<file path="config.mk">
export PLATFORM = sky130hd
export DESIGN_NAME = clear_addr_counter
export DESIGN_NICKNAME = d
export VERILOG_FILES = /design/src/clear_addr_counter.sv
export SDC_FILE = /design/constraint.sdc
export NUM_CORES = 1
export LEC_CHECK = 0
export BUFFER_PORTS_ARGS = -buffer_cell sky130_fd_sc_hd__clkbuf_2
export CAP_MARGIN = 15
export CORE_AREA = 2 2 39 41
export CTS_CLUSTER_SIZE = 24
export DETAILED_ROUTE_END_ITERATION = 7
export DIE_AREA = 0 0 41 43
export GPL_TIMING_DRIVEN = 1
export PLACE_DENSITY = 0.54
export SKIP_LAST_GASP = 1
export SYNTH_ARGS = -nofsm -noshare
export SYNTH_HDL_FRONTEND = slang
export SYNTH_SLANG_ARGS = --single-unit
</file>
<file path="constraint.sdc">
create_clock -name clk -period 3.1 [get_ports clk]
set_input_delay 0.155 -clock clk [delete_from_list [all_inputs] [get_ports clk]]
set_output_delay 0.155 -clock clk [all_outputs]
set_load 0.02 [all_outputs]
</file>
<file path="src/clear_addr_counter.sv">
`timescale 1ns/1ps
`default_nettype none

module clear_addr_counter #(
    parameter int DEPTH = 256
) (
    input  logic                                       clk,
    input  logic                                       srst,
    input  logic                                       i_load,
    input  logic                                       i_inc,
    output logic [((DEPTH > 1) ? $clog2(DEPTH) : 1)-1:0] o_count,
    output logic                                       o_last
);

    localparam int ADDR_WID = (DEPTH > 1) ? $clog2(DEPTH) : 1;
    localparam logic [ADDR_WID-1:0] LAST_ADDR = ADDR_WID'(DEPTH - 1);

    assign o_last = (o_count == LAST_ADDR);

    // Load wins over increment; wrap after the last word
    always_ff @(posedge clk) begin
        if (srst) begin
            o_count <= '0;
        end else if (i_load) begin
            o_count <= '0;
        end else if (i_inc) begin
            if (o_last) begin
                o_count <= '0;
            end else begin
                o_count <= o_count + 1'b1;
            end
        end
    end

endmodule : clear_addr_counter

`default_nettype wire

</file>
Yosys cells after proc, flatten, opt, wreduce, memory -nomap -nowiden
Cells that the tools add are included.
{"block": "totals", "in_bits": 4, "ff_bits": 8, "latchBits": 0, "elab_cells": 5, "memories": 0, "out_inout_bits": 9, "mem_bits_ro": 0, "ramBits": 0}
{"block": "classes", "shifts": 0, "n_lt_le_gt_ge": 0, "n_bitwise": 0, "muxes": 1, "n_eq_ne": 1, "mul": 0, "div_mod_pow": 0, "addsub": 1, "reduce_logical": 1}
{"operator": "8-bit by 1-bit adder with 8-bit output, second input constant", "count": 1}
{"operator": "8-bit == test, second input constant", "count": 1}
{"operator": "8-bit two-way mux", "count": 1}
{"operator": "2-bit OR reduction", "count": 1}

Logic depth before layout (Yosys ltp)
{"block": "depth", "depth_word": 2, "depth_mapped": 4, "ltp_nobuf": 4}

Worst setup path before layout
Ideal clock, no wire load.
{"block": "synth_path", "path_type": "register to register", "start": "register o_count[0] (netlist name)", "end": "register o_count[0] (netlist name)", "t_arrival_ns": 1.422, "stages_incl_launch_ff": 5, "period_less_slack_ns": 1.576, "required_ns": 2.946, "slack_ns": 1.524, "path_buffers": 0, "setup_ns": 0.154, "cell_sequence": "dfxtp_1 > ha_1 > nand2_1 > nor3_1 > o22ai_1"}
{"block": "synth_via", "elab_chain_cells": 2, "elab_cells_between_ends": 3, "classes_between": "add/sub: 1; eq/ne: 1; mux: 1"}
{"element": "start, declared", "line": "11", "text": "output logic [((DEPTH > 1) ? $clog2(DEPTH) : 1)-1:0] o_count,"}
{"element": "start signal, assigned", "line": "30", "text": "o_count <= o_count + 1'b1;"}
{"element": "8-bit == test", "line": "18", "text": "assign o_last = (o_count == LAST_ADDR);"}
{"element": "net o_last", "line": "12", "text": "output logic o_last"}
{"element": "8-bit two-way mux", "line": "27", "text": "if (o_last) begin"}
The timed path passes the listed nets, and every way through them passes these cells.
A chain may end at the register's enable or synchronous reset.

Worst setup path after layout
{"block": "layout_path", "start": "register o_count[0] (netlist name)", "end": "output port o_last"}
{"block": "layout_via", "elab_chain_cells": 1}
{"element": "8-bit == test", "line": "18"}
{"element": "end, declared", "line": "12"}
No other way between the ends.

==> impl_metrics.py <==
metrics = {
    "run_status": {
        "outcome": "completed",
    },
    "clock_network": {
        "cts_hold_buf": 0,
        "cts_tree": "built",
        "clk_path_buf_depth": 2,
        "ctsResizeCount": 0,
        "insertion_delay_ns": 0.25,
        "cts-buffers-inserted": 3,
        "cts_sinks": 8,
        "clk_pin_slew_worst_paths_ns": 0.05,
        "htreeDepth": 1,
        "root_buffer": "clkbuf_4",
        "cts_setup_buffers": 0,
    },
    "sta": {
        "slew_headroom_pct": 81.6,
        "finalCritPeriodShare_pct": 49.5,
        "hold_violations": 0,
        "rsz0062_at_grt": "no",
        "drv_slew": 0,
        "setup_tns_ns": 0,
        "fin_worst_skew_ns": 0.000959,
        "fin_crit_ns": 1.53,
        "worst_pin_slew_ns": 0.273,
        "clock.fmax_mhz": 652,
        "setup_violations": 0,
    },
    "synthesis": {
        "synth.avg_cell_area_um2": 8.70,
        "ys_top_cells_by_area": "dfxtp_1 (43%), xor2_1 (7.0%), nor2_1 (5.0%), o21ai_0 (4.0%), ha_1 (3.3%)",
        "yosysTopAreaCellShare_pct": 42.8,
        "yosysTopAreaCell": "dfxtp_1",
        "synth.ff_latch_count": 8,
        "synth_cells": 43,
        "synthFlopType": "dfxtp_1",
        "yosysMostFrequentCell": "dfxtp_1",
        "ys_warn_count": 0,
        "synth_common_cells": "dfxtp_1 (8), nor2_1 (5), nand2_1 (3), o21ai_0 (3), xor2_1 (3)",
        "async_flop_share_pct": 0,
        "seq_area_frac_synth_pct": 42.8,
        "synth_nets": 48,
        "netlist_area_um2": 374,
        "synth-edff-count": 0,
        "synth_cell_type_count": 22,
    },
    "routing": {
        "met2_wirelength_um": 346,
        "drt_iter0_drc": 0,
        "drc": 0,
        "ant_nets": 0,
        "m1WireLength_um": 327,
        "post_drt_via_cell_ratio": 4.79,
        "avgRoutedWirePerCell_um": 10.1,
        "via_count": 350,
        "dr.max_layer_used": "met4",
        "dr.pass1.iters": 1,
        "wl_met3_um": 38,
        "routed_wl_um": 735,
    },
    "finish": {
        "final_nets": 64,
        "reg_top3": "o_count x8",
        "syn_to_final_growth_pct": 26.1,
        "multi_input_area_um2": 205,
        "n_fill_cell": 157,
        "finalInstanceArea_um2": 472,
        "regMostFlops": "o_count",
        "final_layout_size_suffix_gt1_share_pct": 29.8,
        "largest_reg_flops": 8,
        "antenna_cells": 0,
        "regArea_um2": 160,
    },
    "worst_setup_path": {
        "reg2reg_from": "o_count[0]",
        "crit_arrival_ns": 1.38,
        "path_max_fanout": 5,
        "path_class": "flop to output pin",
        "crit_path_end_kind": "output pin",
        "required_ns": 2.94,
        "cp-startpoint": "o_count[0]",
        "critPathLaunchType": "flop",
    },
    "placement": {
        "place_area_um2": 449,
        "port_buffers": 12,
        "dpl.hpwl_um": 576,
        "place.gp.congestion": 0.692,
    },
    "grt": {
        "antenna_found_initial": 0,
        "grt_max_degree": 8,
        "track_usage_pct": 10.9,
        "grt_overflow": 0,
        "grt_pass1_wl_um": 1200,
        "grt_pass1_vias": 312,
    },
    "pwr": {
        "sw_frac_of_total_pct": 21.4,
        "powerDensity_mw_per_mm2": 411,
        "p_int_w": 0.000152,
        "p_seq_share_pct": 54.2,
        "peakVddDrop_uv": 163,
        "total_power_w": 0.000194,
        "switching_power_w": 0.0000414,
        "pwr-share-clk_pct": 40.6,
        "share_comb_of_total_power_pct": 5.3,
        "p_leak_nw": 0.201,
    },
    "floorplanning": {
        "core_mm2": 0.00138,
        "io-pin-count": 13,
        "start_util_pct": 27.0,
        "num_rows": 14,
        "die_w_um": 41,
        "die_h_um": 43,
        "dieArea_mm2": 0.00176,
    },
    "hold_path": {
        "hold_path_class": "primary input to flop",
        "min-delay-start": "srst",
    },
    "run": {
        "drv_cap": 0,
    },
}
area by class of cell:
type                       instances  share of cell area [%]
tap                               16                    4.24
clock buffer                       3                    4.77
timing repair buffer              12                    12.7
inverter                           1                   0.796
sequential                         8                    34.0
multi-input combinational         33                    43.5
final timing paths:
kind                                   end  slack, ns  cells after the start
worst max-delay path                o_last       1.57                      4
worst min-delay path            o_count[5]       0.21                      4
worst max register to register  o_count[7]       1.73                      4
worst min register to register  o_count[6]       0.50                      2
placed cells by master, fill, tap and decap left out, drive strengths merged:
cell type,n
mux2i,1
xor2,3
clkbuf,15
and3,1
ha,1
nand4,3
dfxtp,8
or2,1
a211o,1
o31ai,1
nor3,1
or3,2
o22ai,1
inv,1
o21ai,3
nand3,2
nand3b,1
nand2b,1
a21oi,2
nor2,5
nand2,3
worst max-delay path: stages, from the launching register on:
cell	delay, ns
dfxtp_1	0.41
ha_1	0.25
nand2_1	0.07
nor3_1	0.19
clkbuf_2	0.21
routing by layer:
layer,track usage [%],vias up
met5,0,-
met2,15.0,9
li1,-,182
met4,10.0,0
met3,6.28,2
met1,10.9,157
power groups by stage:
stage                     Sequential [W]  Combinational [W]  Clock (W)
final                           0.000105          0.0000102  0.0000786
after global routing            0.000105          0.0000114  0.0000880
after CTS                       0.000105          0.0000104  0.0000826
after detailed placement        0.000107          0.0000104          0
after global placement          0.000107          0.0000104          0
after floorplan                 0.000108         0.00000587          0
logic make-up after synthesis:
kind of cell | after synthesis | synth area share (%)
AO/OA/AOI/OAI | 8 | 12.7
XOR/XNOR | 3 | 7.02
adder cells (fa/ha/maj) | 1 | 3.34
buffers and inverters | 2 | 2.34
flip-flops | 8 | 42.8
multiplexers | 1 | 2.68
AND/OR/NAND/NOR | 20 | 29.1
stage by stage:
step	util, %	hold WS (ns)	worst slack, ns	cells
2_1_floorplan	-	0.351	1.52	43
3_3_place_gp	32.5	0.479	1.74	70
3_5_place_dp	32.5	0.477	1.74	70
4_1_cts	34.1	0.207	1.54	73
5_1_grt	34.1	0.234	1.45	73
6_report	34.1	0.210	1.57	73
No activity file was read; power rests on OpenSTA's default activity.
