==> config.mk <==
export PLATFORM = sky130hd
export DESIGN_NAME = proxy_regs
export DESIGN_NICKNAME = d
export VERILOG_FILES = /design/src/proxy_pkg.sv /design/src/proxy_regs.sv
export SDC_FILE = /design/constraint.sdc
export NUM_CORES = 1
export LEC_CHECK = 0
export BUFFER_PORTS_ARGS = -buffer_cell sky130_fd_sc_hd__buf_2
export CAP_MARGIN = 10
export CORE_ASPECT_RATIO = 1.1
export CORE_MARGIN = 1.5
export CORE_UTILIZATION = 36
export DETAILED_ROUTE_END_ITERATION = 6
export PLACE_DENSITY = 0.59
export SKIP_LAST_GASP = 1
export SLEW_MARGIN = 20
export SYNTH_ARGS = -nofsm -noshare
export SYNTH_HDL_FRONTEND = slang
export SYNTH_SLANG_ARGS = --single-unit
==> constraint.sdc <==
create_clock -name clk -period 2.4 [get_ports clk]
set_clock_uncertainty 0.05 [all_clocks]
set_input_delay 0.72 -clock clk [delete_from_list [all_inputs] [get_ports clk]]
set_output_delay 0.72 -clock clk [all_outputs]
set_load 0.02 [all_outputs]
==> src/proxy_pkg.sv <==
`default_nettype none

package proxy_pkg;

    // ------------------------------
    // Widths and identity
    // ------------------------------
    localparam int REG_DATA_WID = 32;
    localparam int REG_ADDR_WID = 4;

    // "MPRX" in ASCII
    localparam logic [REG_DATA_WID-1:0] PROXY_ID = 32'h4D505258;

    // ------------------------------
    // Register map
    // ------------------------------
    typedef enum logic [REG_ADDR_WID-1:0] {
        REG_ID        = 4'd0,
        REG_SCRATCH   = 4'd1,
        REG_MEM_ADDR  = 4'd2,
        REG_MEM_WDATA = 4'd3,
        REG_MEM_CMD   = 4'd4,
        REG_MEM_RDATA = 4'd5,
        REG_STATUS    = 4'd6
    } reg_addr_e;

    // Bit positions in REG_STATUS
    localparam int STATUS_BUSY_BIT      = 0;
    localparam int STATUS_DONE_BIT      = 1;
    localparam int STATUS_ERROR_BIT     = 2;
    localparam int STATUS_INIT_DONE_BIT = 3;

    // ------------------------------
    // Memory commands and FSM states
    // ------------------------------
    typedef enum logic [1:0] {
        CMD_NOP   = 2'd0,
        CMD_READ  = 2'd1,
        CMD_WRITE = 2'd2,
        CMD_CLEAR = 2'd3
    } mem_cmd_e;

    typedef enum logic [2:0] {
        ST_INIT,
        ST_IDLE,
        ST_WRITE,
        ST_READ,
        ST_READ_CAPTURE,
        ST_CLEAR
    } proxy_state_e;

endpackage : proxy_pkg

`default_nettype wire
==> src/proxy_regs.sv <==
`timescale 1ns/1ps
`default_nettype none

module proxy_regs (
    input  logic                                clk,
    input  logic                                srst,

    // Host register port
    input  logic                                i_wr,
    input  logic [proxy_pkg::REG_ADDR_WID-1:0]  i_wr_addr,
    input  logic [proxy_pkg::REG_DATA_WID-1:0]  i_wr_data,
    output logic                                o_wr_ack,
    input  logic                                i_rd,
    input  logic [proxy_pkg::REG_ADDR_WID-1:0]  i_rd_addr,
    output logic [proxy_pkg::REG_DATA_WID-1:0]  o_rd_data,
    output logic                                o_rd_ack,

    // Command and operands towards the controller
    output logic                                o_cmd_valid,
    output proxy_pkg::mem_cmd_e                 o_cmd_op,
    output logic [proxy_pkg::REG_DATA_WID-1:0]  o_mem_addr,
    output logic [proxy_pkg::REG_DATA_WID-1:0]  o_mem_wdata,

    // Controller status
    input  logic                                i_busy,
    input  logic                                i_done,
    input  logic                                i_error,
    input  logic                                i_init_done,
    input  logic [proxy_pkg::REG_DATA_WID-1:0]  i_mem_rdata
);

    proxy_pkg::reg_addr_e                wr_reg;
    proxy_pkg::reg_addr_e                rd_reg;
    logic [proxy_pkg::REG_DATA_WID-1:0]  scratch;
    logic [proxy_pkg::REG_DATA_WID-1:0]  status_word;
    logic [proxy_pkg::REG_DATA_WID-1:0]  rd_mux;

    assign wr_reg = proxy_pkg::reg_addr_e'(i_wr_addr);
    assign rd_reg = proxy_pkg::reg_addr_e'(i_rd_addr);

    // ------------------------------
    // Host writes
    // ------------------------------
    always_ff @(posedge clk) begin
        if (srst) begin
            o_wr_ack    <= 1'b0;
            o_cmd_valid <= 1'b0;
            scratch     <= '0;
            o_mem_addr  <= '0;
            o_mem_wdata <= '0;
        end else begin
            o_wr_ack    <= i_wr;
            o_cmd_valid <= i_wr && (wr_reg == proxy_pkg::REG_MEM_CMD);
            if (i_wr) begin
                case (wr_reg)
                    proxy_pkg::REG_SCRATCH:   scratch     <= i_wr_data;
                    proxy_pkg::REG_MEM_ADDR:  o_mem_addr  <= i_wr_data;
                    proxy_pkg::REG_MEM_WDATA: o_mem_wdata <= i_wr_data;
                    // Read-only and unmapped words ignore writes
                    default: ;
                endcase
            end
        end
    end

    // Opcode is only looked at together with o_cmd_valid
    always_ff @(posedge clk) begin
        if (i_wr && (wr_reg == proxy_pkg::REG_MEM_CMD)) begin
            o_cmd_op <= proxy_pkg::mem_cmd_e'(i_wr_data[1:0]);
        end
    end

    // ------------------------------
    // Status word and read mux
    // ------------------------------
    always_comb begin
        status_word = '0;
        status_word[proxy_pkg::STATUS_BUSY_BIT]      = i_busy;
        status_word[proxy_pkg::STATUS_DONE_BIT]      = i_done;
        status_word[proxy_pkg::STATUS_ERROR_BIT]     = i_error;
        status_word[proxy_pkg::STATUS_INIT_DONE_BIT] = i_init_done;
    end

    always_comb begin
        case (rd_reg)
            proxy_pkg::REG_ID:        rd_mux = proxy_pkg::PROXY_ID;
            proxy_pkg::REG_SCRATCH:   rd_mux = scratch;
            proxy_pkg::REG_MEM_ADDR:  rd_mux = o_mem_addr;
            proxy_pkg::REG_MEM_WDATA: rd_mux = o_mem_wdata;
            proxy_pkg::REG_MEM_RDATA: rd_mux = i_mem_rdata;
            proxy_pkg::REG_STATUS:    rd_mux = status_word;
            // Command register and holes read as zero
            default:                  rd_mux = '0;
        endcase
    end

    // Ack and data both land one cycle after the strobe
    always_ff @(posedge clk) begin
        if (srst) begin
            o_rd_ack <= 1'b0;
        end else begin
            o_rd_ack <= i_rd;
        end
    end

    always_ff @(posedge clk) begin
        if (i_rd) begin
            o_rd_data <= rd_mux;
        end
    end

endmodule : proxy_regs

`default_nettype wire

[After elaboration in Yosys (flattened, before gate mapping)]
Cells that the tools add are included.
Cells by class
  reductions and logical operators: 5
  equality and inequality tests: 9
  muxes and demuxes: 1
Operator list (number)
  $pmux 32 s6: 1
  $eq 4x2->1 const B: 4
  $eq 4x3->1 const B: 3
  $eq 4x1->1 const B: 2
  $reduce_and 2->1: 3
  $logic_not 4->1: 1
  $logic_and 1x1->1: 1
Storage, ports and cells
  output and inout port bits: 101
  bits in registers: 133

[Logic depth before layout (Yosys ltp)]
  depth in word-level cells: 2
  depth in mapped cells: 6
  gate-level depth less buffers: 3

[Worst setup path after synthesis]
Ideal clock, no wire load.
  path type: in2reg
  start: input i_rd_addr[0] (netlist name)
  end: register o_rd_data[24] (netlist name), data pin
  slack: 458 ps
  buffers on the path: 3
  stages on the path: 5
  arrival: 1635 ps
  setup time: 256 ps
  cell sequence: buf_2 -> clkbuf_1 -> buf_2 -> o21ai_0 -> a22o_1
On the way
  word-level cells in the longest chain between the ends: 2
RTL lines
  from (decl): line proxy_regs.sv:14  | input logic [proxy_pkg::REG_ADDR_WID-1:0] i_rd_addr,
  $eq 4x3->1 (tied with other cells): line proxy_regs.sv:85  | case (rd_reg)
  $pmux 32 s6 *: line proxy_regs.sv:85
  net rd_mux, one bit: line proxy_regs.sv:36  | logic [proxy_pkg::REG_DATA_WID-1:0] rd_mux;
  to (signal assigned): line proxy_regs.sv:108  | o_rd_data <= rd_mux;
  to (decl): line proxy_regs.sv:15  | output logic [proxy_pkg::REG_DATA_WID-1:0] o_rd_data,
Mark *: on every way through the listed nets, which the timed path passes. The rest lies on a longest branch.
A chain may end at the register's enable or synchronous reset.

[Final worst setup path]
  start: register o_rd_data[27] (netlist name)
  end: output o_rd_data[27] (netlist name)
No word-level cell between the ends.

==> results.md <==
- Nets: 840
- Area grow syn2layout: 28.1%
- Critical Path End: o_rd_data[27]
- Startpoint Class: register
- WP depth: 1
- Fillcell total: 1584
- CTS Sinks: 133
- Ratio of cells with drive above 1 in the final layout: 31.4%
- Drt first pass iters: 5
- GRT Util Overall: 21.6%
- Horiz. Die Dim: 127 microns
- Setup violators final: 0
- Routed Antenna Nets: 0
- Comb pwr share: 9.7%
- Area of the multi-input gates: 2820 sq um
- Ratio of final minimum period to clock period: 74.3%
- Clock period minus worst slack: 1.78 ns
- Synth Area in Compound Gates: 13.2%
- CP Capture Type: primary output
- HPWL Detailed: 13200 microns
- I/O pin total: 181
- Maximum vdd drop: 0.510 mV
- Root Buffer: clkbuf_16
- Global-route wire length before repair: 29100 microns
- Worst Path Max Fanout: 1
- RSZ-0062 raised after global routing: no
- Leading area contributor after synthesis: dfxtp_1
- Via count: 5239
- Crit-path cells: buf_2
- Via density per instance: 5.36
- TritonCTS Buffers: 17
- Adder-Cell Fraction of Synth Area: 0%
- Largest net degree at the start of global routing: 132
- Crit path launch: o_rd_data[27]$_DFFE_PP_
- Leak Pwr: 3.36 nW
- Internal power: 0.00404 W
- Initial antenna violation count: 4
- Core Region: 16400 sq um
- Synth Area per Inst: 10.4 sq um
- H-tree levels: 4
- Die area: 17700 sq um
- Detailed Route WL: 19100 microns
- Register area: 3000 sq um
- Outcome: finished clean
- Post-Synth XOR/XNOR Area: 0%
- CTS Hold Buffers Added: 0
- WL/cell: 19.6 microns
- Clk pwr share: 45.4%
- DP Cell Count: 945
- Critical Path RT: 1.63 ns
- Final Hold Viols: 0
- Post-Synth Simple-Gate Area: 17.3%
- Worst skew pair latency: 0.41 ns
- Post-synth cell types: 35
- CTS tree: built
- Switching Share: 23.6%
- Worst-Margin Slew: 0.621 ns
- Mux cell area share after synthesis: 15.6%
- R2R Path End: o_rd_data[2]$_DFFE_PP_
- WS Path Type: reg2out
- Final cell count without fillers: 978
- Drt initial violations: 400
- Routability Congestion: 0.783
- Synthesized net count: 668
- Worst min path class: reg2reg
- Flop pwr share: 44.9%
- Sequential-to-total area share from yosys stat: 49.3%
- Cell Pwr Density: 679 nW/um^2
- Net Switching: 0.00125 W
- Slowest CP cell: edfxtp_1
- Die Span Y: 139 microns
- Cell area after synthesis: 6090 sq um
- Yosys warns: 0
- CTS clock-pin slew for the worst setup and hold paths: 0.06 ns
- Port Buffers: 180
- Drt drc: 0
- Post-Synthesis Cells: 588
- Largest cells by area after synthesis: dfxtp_1, edfxtp_1, mux2i_1
- Top-area cell type share of the netlist area: 32.5%
- Critical Path AT: 1.01 ns
- CP delay by family, top: flip-flops
- Post-synthesis register bit count: 133
- R2r startpoint: o_mem_addr[2]$_SDFFE_PP0P_
- Deepest clock path buffer count: 2
- Buffers and inverters on the worst path: 1
- CTS resizes: 0
- Initial Utilization: 37.1%
- Vias in the first global route: 5369
- Max Clk Rate: 561 MHz
- Total global routing overflow: 0
- Pins Over Slew Limit: 0
- Max-Slew Margin vs Limit: 58.4%
- Reg2Reg Depth: 3
- Setup TNS: 0 ns
- FP Rows: 49
- Fin util: 47.5%
- Main combinational cell family by area after synthesis: simple AND/OR/NAND/NOR gates
- Max-cap viol count: 0
- Post CTS Setup Buffer Count: 0
- Setup slack, reg-to-reg: 1.22 ns
- Worst path max stage delay: 0.42 ns
==> logic make-up (layout without fill, tap and decap cells) <==
logic type,Yosys count,in the layout
and+or+nand+nor,172,172
buffers and inverters,58,241
AOI/OAI and AO/OA,131,131
DFF,133,133
other,0,3
muxes,94,94
==> worst min-delay path by stage <==
stage / start / endpoint / depth (start not counted)
floorplan: scratch[20]$_SDFFE_PP0P_ / scratch[20]$_SDFFE_PP0P_ / 2
global placement: scratch[13]$_SDFFE_PP0P_ / scratch[13]$_SDFFE_PP0P_ / 2
detailed placement: scratch[21]$_SDFFE_PP0P_ / scratch[21]$_SDFFE_PP0P_ / 2
CTS: scratch[21]$_SDFFE_PP0P_ / scratch[21]$_SDFFE_PP0P_ / 2
global route: scratch[2]$_SDFFE_PP0P_ / scratch[2]$_SDFFE_PP0P_ / 2
finish: scratch[30]$_SDFFE_PP0P_ / scratch[30]$_SDFFE_PP0P_ / 2
==> power groups by stage <==
stage                     clock network, W  logic (W)  registers, W
after global routing               0.00253   0.000551       0.00238
after global placement                   0   0.000505       0.00242
final                              0.00240   0.000516       0.00238
after CTS                          0.00245   0.000517       0.00238
after floorplan                          0   0.000227       0.00247
after detailed placement                 0   0.000515       0.00242
==> stage by stage <==
stage	power [W]	instance area (sq um)	setup WS (ns)	hold WS (ns)
floorplan	0.00270	6090	0.458	0.401
global placement	0.00293	7260	0.308	0.412
detailed placement	0.00294	7260	0.268	0.415
CTS	0.00534	7790	0.591	0.423
global route	0.00546	7800	0.566	0.437
finish	0.00529	7800	0.618	0.423
==> state kept, by name, summed over array words and instances, names as in the netlist <==
name         cells
o_cmd_op         2
o_cmd_valid      1
o_mem_addr      32
o_mem_wdata     32
o_rd_ack         1
o_rd_data       32
o_wr_ack         1
scratch         32
==> layer usage <==
metal	vias up	part of all wire, %	global-route usage [%]
met3	33	6.2	4.84
met2	208	49	36.3
met1	2534	42	26.5
met4	2	2.4	9.33
met5	-	0.057	0
li1	2462	-	-
==> layout make-up <==
class                      instances  share of cell area (%)
inverter                           6                   0.289
sequential                       133                    38.5
tap                              204                    3.27
antenna                            3                  0.0962
clock inverter                     5                   0.642
timing repair buffer             205                    14.8
multi-input combinational        397                    36.2
clock buffer                      25                    6.22
==> cell usage after synthesis, drive strengths merged <==
cell type    n
a221o        2
mux2         6
nand2b     101
inv          6
or2          1
buf         22
nor2b       16
a32o         3
and4b        1
a22oi       25
and3         2
or3b         1
and3b        1
nor2         3
mux2i       88
clkbuf      30
nor3b        4
o32ai        1
a31oi        2
nand3b       2
dfxtp       99
edfxtp      34
o21ai       34
o2bb2ai      4
a21oi       34
a22o         2
o21bai       1
nand2        5
o22ai       23
nand3       35
==> worst reg2reg max path: cells and delay by family, from the launching register on <==
kind / cells / cell delay (ns)
DFF: 1 / 0.33
AOI/OAI and AO/OA: 2 / 0.26
muxes: 1 / 0.26
==> layout by cell type, fill, tap and decap left out, drive strengths merged, types with 5 or more instances in the layout <==
cell / synthesis / layout
nor2b: 16 / 16
dfxtp: 99 / 99
o22ai: 23 / 23
mux2: 6 / 6
a21oi: 34 / 34
nand2b: 101 / 101
o21ai: 34 / 34
nand2: 5 / 5
edfxtp: 34 / 34
inv: 6 / 6
clkbuf: 30 / 25
nand3: 35 / 35
mux2i: 88 / 88
buf: 22 / 205
a22oi: 25 / 25
Power figures use the tool's default switching activity.
