--- config.mk ---
export PLATFORM = sky130hd
export DESIGN_NAME = mem_proxy_ctrl
export DESIGN_NICKNAME = d
export VERILOG_FILES = /design/src/proxy_pkg.sv /design/src/mem_proxy_ctrl.sv
export SDC_FILE = /design/constraint.sdc
export NUM_CORES = 1
export LEC_CHECK = 0
export BUFFER_PORTS_ARGS = -buffer_cell sky130_fd_sc_hd__buf_2
export CAP_MARGIN = 20
export CORE_UTILIZATION = 35
export DETAILED_ROUTE_END_ITERATION = 10
export PLACE_DENSITY = 0.9
export SLEW_MARGIN = 20
export SYNTH_ARGS = -nofsm -noshare
export SYNTH_HDL_FRONTEND = slang
export SYNTH_SLANG_ARGS = --single-unit
--- constraint.sdc ---
create_clock -name clk -period 2.1 [get_ports clk]
set_input_delay 0.21 -clock clk [delete_from_list [all_inputs] [get_ports clk]]
set_output_delay 0.21 -clock clk [all_outputs]
set_load 0.1 [all_outputs]
--- src/proxy_pkg.sv ---
`default_nettype none

package proxy_pkg;

    // ------------------------------
    // Widths and identity
    // ------------------------------
    localparam int REG_DATA_WID = 32;
    localparam int REG_ADDR_WID = 4;

    // "MPRX" in ASCII
    localparam logic [REG_DATA_WID-1:0] PROXY_ID = 32'h4D505258;

    // ------------------------------
    // Register map
    // ------------------------------
    typedef enum logic [REG_ADDR_WID-1:0] {
        REG_ID        = 4'd0,
        REG_SCRATCH   = 4'd1,
        REG_MEM_ADDR  = 4'd2,
        REG_MEM_WDATA = 4'd3,
        REG_MEM_CMD   = 4'd4,
        REG_MEM_RDATA = 4'd5,
        REG_STATUS    = 4'd6
    } reg_addr_e;

    // Bit positions in REG_STATUS
    localparam int STATUS_BUSY_BIT      = 0;
    localparam int STATUS_DONE_BIT      = 1;
    localparam int STATUS_ERROR_BIT     = 2;
    localparam int STATUS_INIT_DONE_BIT = 3;

    // ------------------------------
    // Memory commands and FSM states
    // ------------------------------
    typedef enum logic [1:0] {
        CMD_NOP   = 2'd0,
        CMD_READ  = 2'd1,
        CMD_WRITE = 2'd2,
        CMD_CLEAR = 2'd3
    } mem_cmd_e;

    typedef enum logic [2:0] {
        ST_INIT,
        ST_IDLE,
        ST_WRITE,
        ST_READ,
        ST_READ_CAPTURE,
        ST_CLEAR
    } proxy_state_e;

endpackage : proxy_pkg

`default_nettype wire
--- src/mem_proxy_ctrl.sv ---
`timescale 1ns/1ps
`default_nettype none

module mem_proxy_ctrl #(
    parameter int DEPTH = 256
) (
    input  logic                                       clk,
    input  logic                                       srst,

    // Command from the register block
    input  logic                                       i_cmd_valid,
    input  proxy_pkg::mem_cmd_e                        i_cmd_op,
    input  logic [proxy_pkg::REG_DATA_WID-1:0]         i_mem_addr,
    input  logic [proxy_pkg::REG_DATA_WID-1:0]         i_mem_wdata,

    // Status back to the register block
    output logic                                       o_busy,
    output logic                                       o_done,
    output logic                                       o_error,
    output logic                                       o_init_done,
    output logic [proxy_pkg::REG_DATA_WID-1:0]         o_rdata,

    // Clear address counter
    output logic                                       o_clr_load,
    output logic                                       o_clr_inc,
    input  logic [((DEPTH > 1) ? $clog2(DEPTH) : 1)-1:0] i_clr_count,
    input  logic                                       i_clr_last,

    // RAM port
    output logic                                       o_ram_we,
    output logic [((DEPTH > 1) ? $clog2(DEPTH) : 1)-1:0] o_ram_addr,
    output logic [proxy_pkg::REG_DATA_WID-1:0]         o_ram_wdata,
    input  logic [proxy_pkg::REG_DATA_WID-1:0]         i_ram_rdata
);

    localparam int ADDR_WID = (DEPTH > 1) ? $clog2(DEPTH) : 1;
    localparam logic [proxy_pkg::REG_DATA_WID-1:0] MEM_WORDS = DEPTH;

    proxy_pkg::proxy_state_e state;
    logic                    clearing;
    logic                    addr_in_range;
    logic                    cmd_accept;

    // ------------------------------
    // Command checks
    // ------------------------------
    assign clearing      = (state == proxy_pkg::ST_INIT) || (state == proxy_pkg::ST_CLEAR);
    assign addr_in_range = (i_mem_addr < MEM_WORDS);

    // Only IDLE accepts, which also implies init_done
    assign cmd_accept = i_cmd_valid && (state == proxy_pkg::ST_IDLE) &&
                        ((i_cmd_op == proxy_pkg::CMD_NOP) ||
                         (i_cmd_op == proxy_pkg::CMD_CLEAR) || addr_in_range);

    // INIT is not reported as busy, so busy stays low through reset
    assign o_busy = !clearing ? (state != proxy_pkg::ST_IDLE) : (state == proxy_pkg::ST_CLEAR);

    // ------------------------------
    // Counter and RAM drive
    // ------------------------------
    assign o_clr_load  = cmd_accept && (i_cmd_op == proxy_pkg::CMD_CLEAR);
    assign o_clr_inc   = clearing;

    assign o_ram_we    = clearing || (state == proxy_pkg::ST_WRITE);
    assign o_ram_addr  = clearing ? i_clr_count : i_mem_addr[ADDR_WID-1:0];
    assign o_ram_wdata = clearing ? '0 : i_mem_wdata;

    // ------------------------------
    // FSM
    // ------------------------------
    always_ff @(posedge clk) begin
        if (srst) begin
            state       <= proxy_pkg::ST_INIT;
            o_done      <= 1'b0;
            o_error     <= 1'b0;
            o_init_done <= 1'b0;
        end else begin
            case (state)
                proxy_pkg::ST_INIT: begin
                    if (i_clr_last) begin
                        state       <= proxy_pkg::ST_IDLE;
                        o_init_done <= 1'b1;
                    end
                end
                proxy_pkg::ST_IDLE: begin
                    if (cmd_accept) begin
                        // NOP completes right away
                        o_done  <= (i_cmd_op == proxy_pkg::CMD_NOP);
                        o_error <= 1'b0;
                        case (i_cmd_op)
                            proxy_pkg::CMD_READ:  state <= proxy_pkg::ST_READ;
                            proxy_pkg::CMD_WRITE: state <= proxy_pkg::ST_WRITE;
                            proxy_pkg::CMD_CLEAR: state <= proxy_pkg::ST_CLEAR;
                            default: ;
                        endcase
                    end
                end
                proxy_pkg::ST_WRITE: begin
                    state  <= proxy_pkg::ST_IDLE;
                    o_done <= 1'b1;
                end
                // Address goes to the RAM here, data comes back next cycle
                proxy_pkg::ST_READ: begin
                    state <= proxy_pkg::ST_READ_CAPTURE;
                end
                proxy_pkg::ST_READ_CAPTURE: begin
                    state  <= proxy_pkg::ST_IDLE;
                    o_done <= 1'b1;
                end
                proxy_pkg::ST_CLEAR: begin
                    if (i_clr_last) begin
                        state  <= proxy_pkg::ST_IDLE;
                        o_done <= 1'b1;
                    end
                end
                default: begin
                    state <= proxy_pkg::ST_INIT;
                end
            endcase

            // Busy, not yet initialized, or out of range
            if (i_cmd_valid && !cmd_accept) begin
                o_error <= 1'b1;
            end
        end
    end

    // Read word holds until the next read
    always_ff @(posedge clk) begin
        if (state == proxy_pkg::ST_READ_CAPTURE) begin
            o_rdata <= i_ram_rdata;
        end
    end

endmodule : mem_proxy_ctrl

`default_nettype wire

Word-level counts from Yosys, hierarchy flattened
Cells that the tools add are included.
{ "totals": {"output_inout_bits": 79, "reg_bits": 38, "elab_cells": 52} }
{ "op_classes": {"reduce_logical": 20, "eq_ne": 13, "n_lt_le_gt_ge": 1, "n_mux": 13} }
{ "ops": {"columns": ["op", "count"], "rows": [
  ["$lt 32x9->1 const B", 1],
  ["$mux 32", 1],
  ["$pmux 3 s4", 1],
  ["$pmux 3 s3", 1],
  ["$mux 8", 1],
  ["$eq 3x2->1 const B", 2],
  ["$eq 3x3->1 const B", 2],
  ["$mux 1", 6],
  ["$mux 3", 2],
  ["$reduce_and 3->1", 2],
  ["$eq 2x2->1 const B", 2],
  ["$logic_and 1x1->1", 4],
  ["$logic_or 1x1->1", 4],
  ["$ne 2x2->1 const B", 2],
  ["$ne 4x1->1 const B", 1],
  ["$reduce_and 2->1", 2],
  ["$reduce_bool 2->1", 2],
  ["$reduce_or 2->1", 2],
  ["$eq 3x1->1 const B", 1],
  ["$logic_not 3->1", 1],
  ["$ne 3x1->1 const B", 1],
  ["$pmux 1 s3", 1],
  ["$reduce_bool 3->1", 1],
  ["$eq 2x1->1 const B", 1],
  ["3 further kinds", 3]
]} }

Depth between registers and ports, before layout
{ "logic_depth": {"depth_word": 8, "ltp_mapped": 7, "mapped_depth_nobuf": 7} }

Worst setup path after synthesis
No wires, ideal clock.
{ "synth_path": {"path_kind": "register -> output", "startpoint": "register state[2]", "endpoint": "output port o_ram_wdata[22] (netlist bit)", "stages_incl_launch_ff": 6, "setup_slack_ps": -573, "required_time_ps": 1890, "n_path_buf": 2, "arrival_time_ps": 2463, "cell_sequence": "dfxtp_1 > clkbuf_2 > or2_1 > a21oi_4 > buf_2 > nor2b_1"} }
{ "synth_between": {"elab_chain_len": 3} }
{ "synth_lines": {"columns": ["element", "line", "text"], "rows": [
  ["from (decl)", "mem_proxy_ctrl.sv:39", "proxy_pkg::proxy_state_e state;"],
  ["from (signal assigned)", "mem_proxy_ctrl.sv:73", "state <= proxy_pkg::ST_INIT;"],
  ["from (signal assigned)", "mem_proxy_ctrl.sv:81", "state <= proxy_pkg::ST_IDLE;"],
  ["from (signal assigned)", "mem_proxy_ctrl.sv:91", "proxy_pkg::CMD_READ: state <= proxy_pkg::ST_READ;"],
  ["$eq 3x3->1 or $logic_not 3->1 (tied branches)", "mem_proxy_ctrl.sv:47", "assign clearing = (state == proxy_pkg::ST_INIT) || (state == proxy_pkg::ST_CLEAR);"],
  ["$logic_or 1x1->1 (*)", "mem_proxy_ctrl.sv:47", null],
  ["via o_clr_inc", "mem_proxy_ctrl.sv:25", "output logic o_clr_inc,"],
  ["$mux 32 (*)", "mem_proxy_ctrl.sv:66", "assign o_ram_wdata = clearing ? '0 : i_mem_wdata;"],
  ["to (decl)", "mem_proxy_ctrl.sv:32", "output logic [proxy_pkg::REG_DATA_WID-1:0] o_ram_wdata,"]
]} }
The timed path passes the listed nets; every way through them passes the cells marked *.

Worst setup path after layout
{ "layout_path": {"startpoint": "register state[0]", "endpoint": "output port o_ram_addr[7] (netlist bit)"} }
{ "layout_between": {"elab_chain_len": 3} }
{ "layout_lines": {"columns": ["element", "line", "text"], "rows": [
  ["$eq 3x3->1 or $logic_not 3->1 (tied branches)", "mem_proxy_ctrl.sv:47", null],
  ["$logic_or 1x1->1 (*)", "mem_proxy_ctrl.sv:47", null],
  ["$mux 8 (*)", "mem_proxy_ctrl.sv:65", "assign o_ram_addr = clearing ? i_clr_count : i_mem_addr[ADDR_WID-1:0];"],
  ["to (decl)", "mem_proxy_ctrl.sv:31", "output logic [((DEPTH > 1) ? $clog2(DEPTH) : 1)-1:0] o_ram_addr,"]
]} }
Every way passes the cells marked *; elsewhere a longest branch is shown, timed or not.

==> impl_metrics.json <==
{
  "status": "finished clean",
  "avgSynthCellArea_um2": 12.6,
  "grt_overflow": 0,
  "initial_core_util_pct": 37.0,
  "critical_path_required_ns": 1.89,
  "r2r_setup_slack_ns": 0.58,
  "p_int_mw": 1.32,
  "p_switching_uw": 953,
  "cts.sinks": 38,
  "dp_slack_ns": 0.179,
  "comb_power_share_pct": 42.5,
  "pwr-share-seq_pct": 37.0,
  "worst_hold_slack_ns": 0.0990,
  "num_rows": 25,
  "setup_slack_ns": 0.0674,
  "hpwlAfterDp_mm": 4.48,
  "cts_hold_buf": 0,
  "fmax_mhz": 492,
  "grt_max_degree": 33,
  "synth-seq-cells": 38,
  "avgViaCountPerCell": 4.47,
  "skew_ns": 0.00507,
  "cp-end-kind": "output port",
  "worstMarginPinSlew_ns": 0.515,
  "rsz0062_at_grt": "no",
  "diodes": 0,
  "finalCritPeriodShare_pct": 96.8,
  "dr.pass1.iters": 4,
  "dieWidth_um": 73.4,
  "synth_area_mm2": 0.00178,
  "p_leak_nw": 1.52,
  "hp-class": "input pin to flop",
  "ys_warn_count": 0,
  "core-area_mm2": 0.00482,
  "die_h_um": 73.4,
  "max-slew-margin-rel_pct": 65.9,
  "wl_mm": 5.42,
  "syn_nets": 254,
  "n_fill_cell": 377,
  "cts_root_buf": "clkbuf_8",
  "ir_drop_uv": 409,
  "drive_gt1_share_pct": 68.2,
  "fin_crit_ns": 2.03,
  "drc": 0,
  "grt_pass1_wl_mm": 7.76,
  "cts_tree": "yes",
  "dieArea_mm2": 0.00538,
  "arrival_ns": 1.82,
  "ys_types": 32,
  "cts_buffers": 5,
  "power_density_mw_per_mm2": 730,
  "tns_ns": 0,
  "drv_slew": 0,
  "antenna_found_initial": 0,
  "num_vias": 1803,
  "clockBufferDepth": 2,
  "postSynthCellCount": 141,
  "grt_pass1_vias": 1726,
  "path_max_fanout": 7,
  "clkTransAtPathRegs_ns": 0.07,
  "grtUsageTotal_pct": 19.1,
  "switching_share_pct": 41.9,
  "start_kind": "flop",
  "ys_seq_area_share_pct": 60.6,
  "drtAntennaViolNets": 0,
  "h-tree-depth": 2,
  "pwr-share-clk_pct": 20.5,
  "final_hold_viol_count": 0,
  "worstSetupPathType": "flop to output port",
  "syn_to_final_growth_pct": 74.7,
  "io_buffer_count": 188,
  "drv_cap": 0,
  "clkLatencyLatePin_ns": 0.28,
  "gp_congestion": 0.819,
  "setup_viol": 0,
  "final_nets": 448,
  "dr.first_iter.drc_count": 89,
  "avgRoutedWirePerCell_um": 13.5,
  "final_util_pct": 64.6,
  "pin_count": 189
}
## critical path: stages (launching register included)
cell     delay, ns
dfxtp_2       0.35
or2_4         0.28
a21oi_4       0.20
buf_4         0.17
mux2_2        0.37
buf_12        0.17
## through the flow
step,power [mW],std cells,cell area [um^2]
after global routing,2.35,403,3110
final,2.27,403,3110
after CTS,2.29,403,3110
after global placement,1.80,392,3000
after floorplan,1.55,141,1850
after detailed placement,1.81,392,3000
## Yosys cell counts
master,count,share of area (%)
dfxtp_1,6,6.7
nand2_1,7,1.5
and3_1,1,0.35
buf_2,3,0.84
mux2_2,8,5.1
buf_4,1,0.42
and2_1,1,0.35
a211oi_1,1,0.42
o31ai_2,1,0.70
clkbuf_2,1,0.28
nor2b_1,34,12
nand4_1,2,0.70
a21oi_1,4,1.1
a21oi_4,1,0.91
buf_6,1,0.63
o211a_1,1,0.56
edfxtp_1,32,54
or3b_1,1,0.49
or2_2,1,0.35
or2_1,1,0.35
ha_1,3,2.1
a21oi_2,1,0.49
a311oi_1,1,0.49
nor2_1,6,1.3
nor4_2,4,2.8
nor4_1,2,0.70
a31oi_1,3,1.1
o21ai_0,2,0.56
inv_1,6,1.3
nor3_1,2,0.56
or3_1,2,0.70
o211ai_1,1,0.42
## flip-flops by register name (all words and copies together), names as in the netlist
name and flops:
o_rdata 32, state 3, o_done 1, o_error 1, o_init_done 1
## routing by layer
| metal | vias up | wire length, um | track usage [%] |
|---|---|---|---|
| met4 | 0 | 95 | 6.62 |
| met5 | - | 0 | 0 |
| met3 | 11 | 501 | 5.76 |
| li1 | 887 | - | - |
| met1 | 804 | 1900 | 18.6 |
| met2 | 101 | 2930 | 37.8 |
## cells in the final DEF, fill, tap and decap left out, drive strengths merged
cell        n
and2        1
or3         2
o31ai       1
edfxtp     32
o21ai       2
o211ai      1
buf       192
mux2        8
nor2        6
and3        1
or3b        1
or2         2
a31oi       3
a211oi      1
clkinvlp    1
inv         6
a21oi       6
a311oi      1
nor3        2
clkbuf      6
nor2b      34
dfxtp       6
nand2       7
nor4        6
ha          3
clkinv      2
o211a       1
nand4       2
## area by class of cell
type	instances	area, um^2	area share (%)
Timing Repair Buffer	193	1130	36.4
Sequential cell	38	1080	34.8
Clock inverter	3	16.3	0.522
Inverter	6	22.5	0.723
Multi-Input combinational cell	91	707	22.7
Clock buffer	5	68.8	2.21
Tap cell	67	83.8	2.69
## cells by family after synthesis
group | count (synthesis) | synth area share [%]
simple gates | 64 | 22.0
flops | 38 | 60.6
compound gates | 16 | 6.74
buf+inv | 12 | 3.44
mux | 8 | 5.05
fa+ha+maj | 3 | 2.11
## power groups by stage
stage                     logic, mW  clock network [mW]  registers [mW]
after floorplan               0.603                   0           0.946
after global placement        0.945                   0           0.856
after detailed placement      0.957                   0           0.857
after CTS                     0.969               0.480           0.840
after global routing          0.999               0.506           0.843
final                         0.967               0.466           0.841
## what timing repair did
item	4_1_cts	5_1_grt
setup endpoints to repair	37	13
pin swaps	1	1
buffers inserted	3	0
resized for setup	1	4
## final timing paths
| path | end | startpoint | cells after the start |
|---|---|---|---|
| worst max-delay path | o_ram_addr[7] | state[0]$_SDFFE_PP0P_ | 5 |
| worst min-delay path | o_rdata[24]$_DFFE_PP_ | i_ram_rdata[24] | 1 |
| worst max register to register | o_rdata[0]$_DFFE_PP_ | state[1]$_SDFFE_PP0P_ | 3 |
| worst min register to register | o_error$_SDFFE_PP0P_ | o_error$_SDFFE_PP0P_ | 2 |
Note: power is estimated with default switching activity, not from simulation.
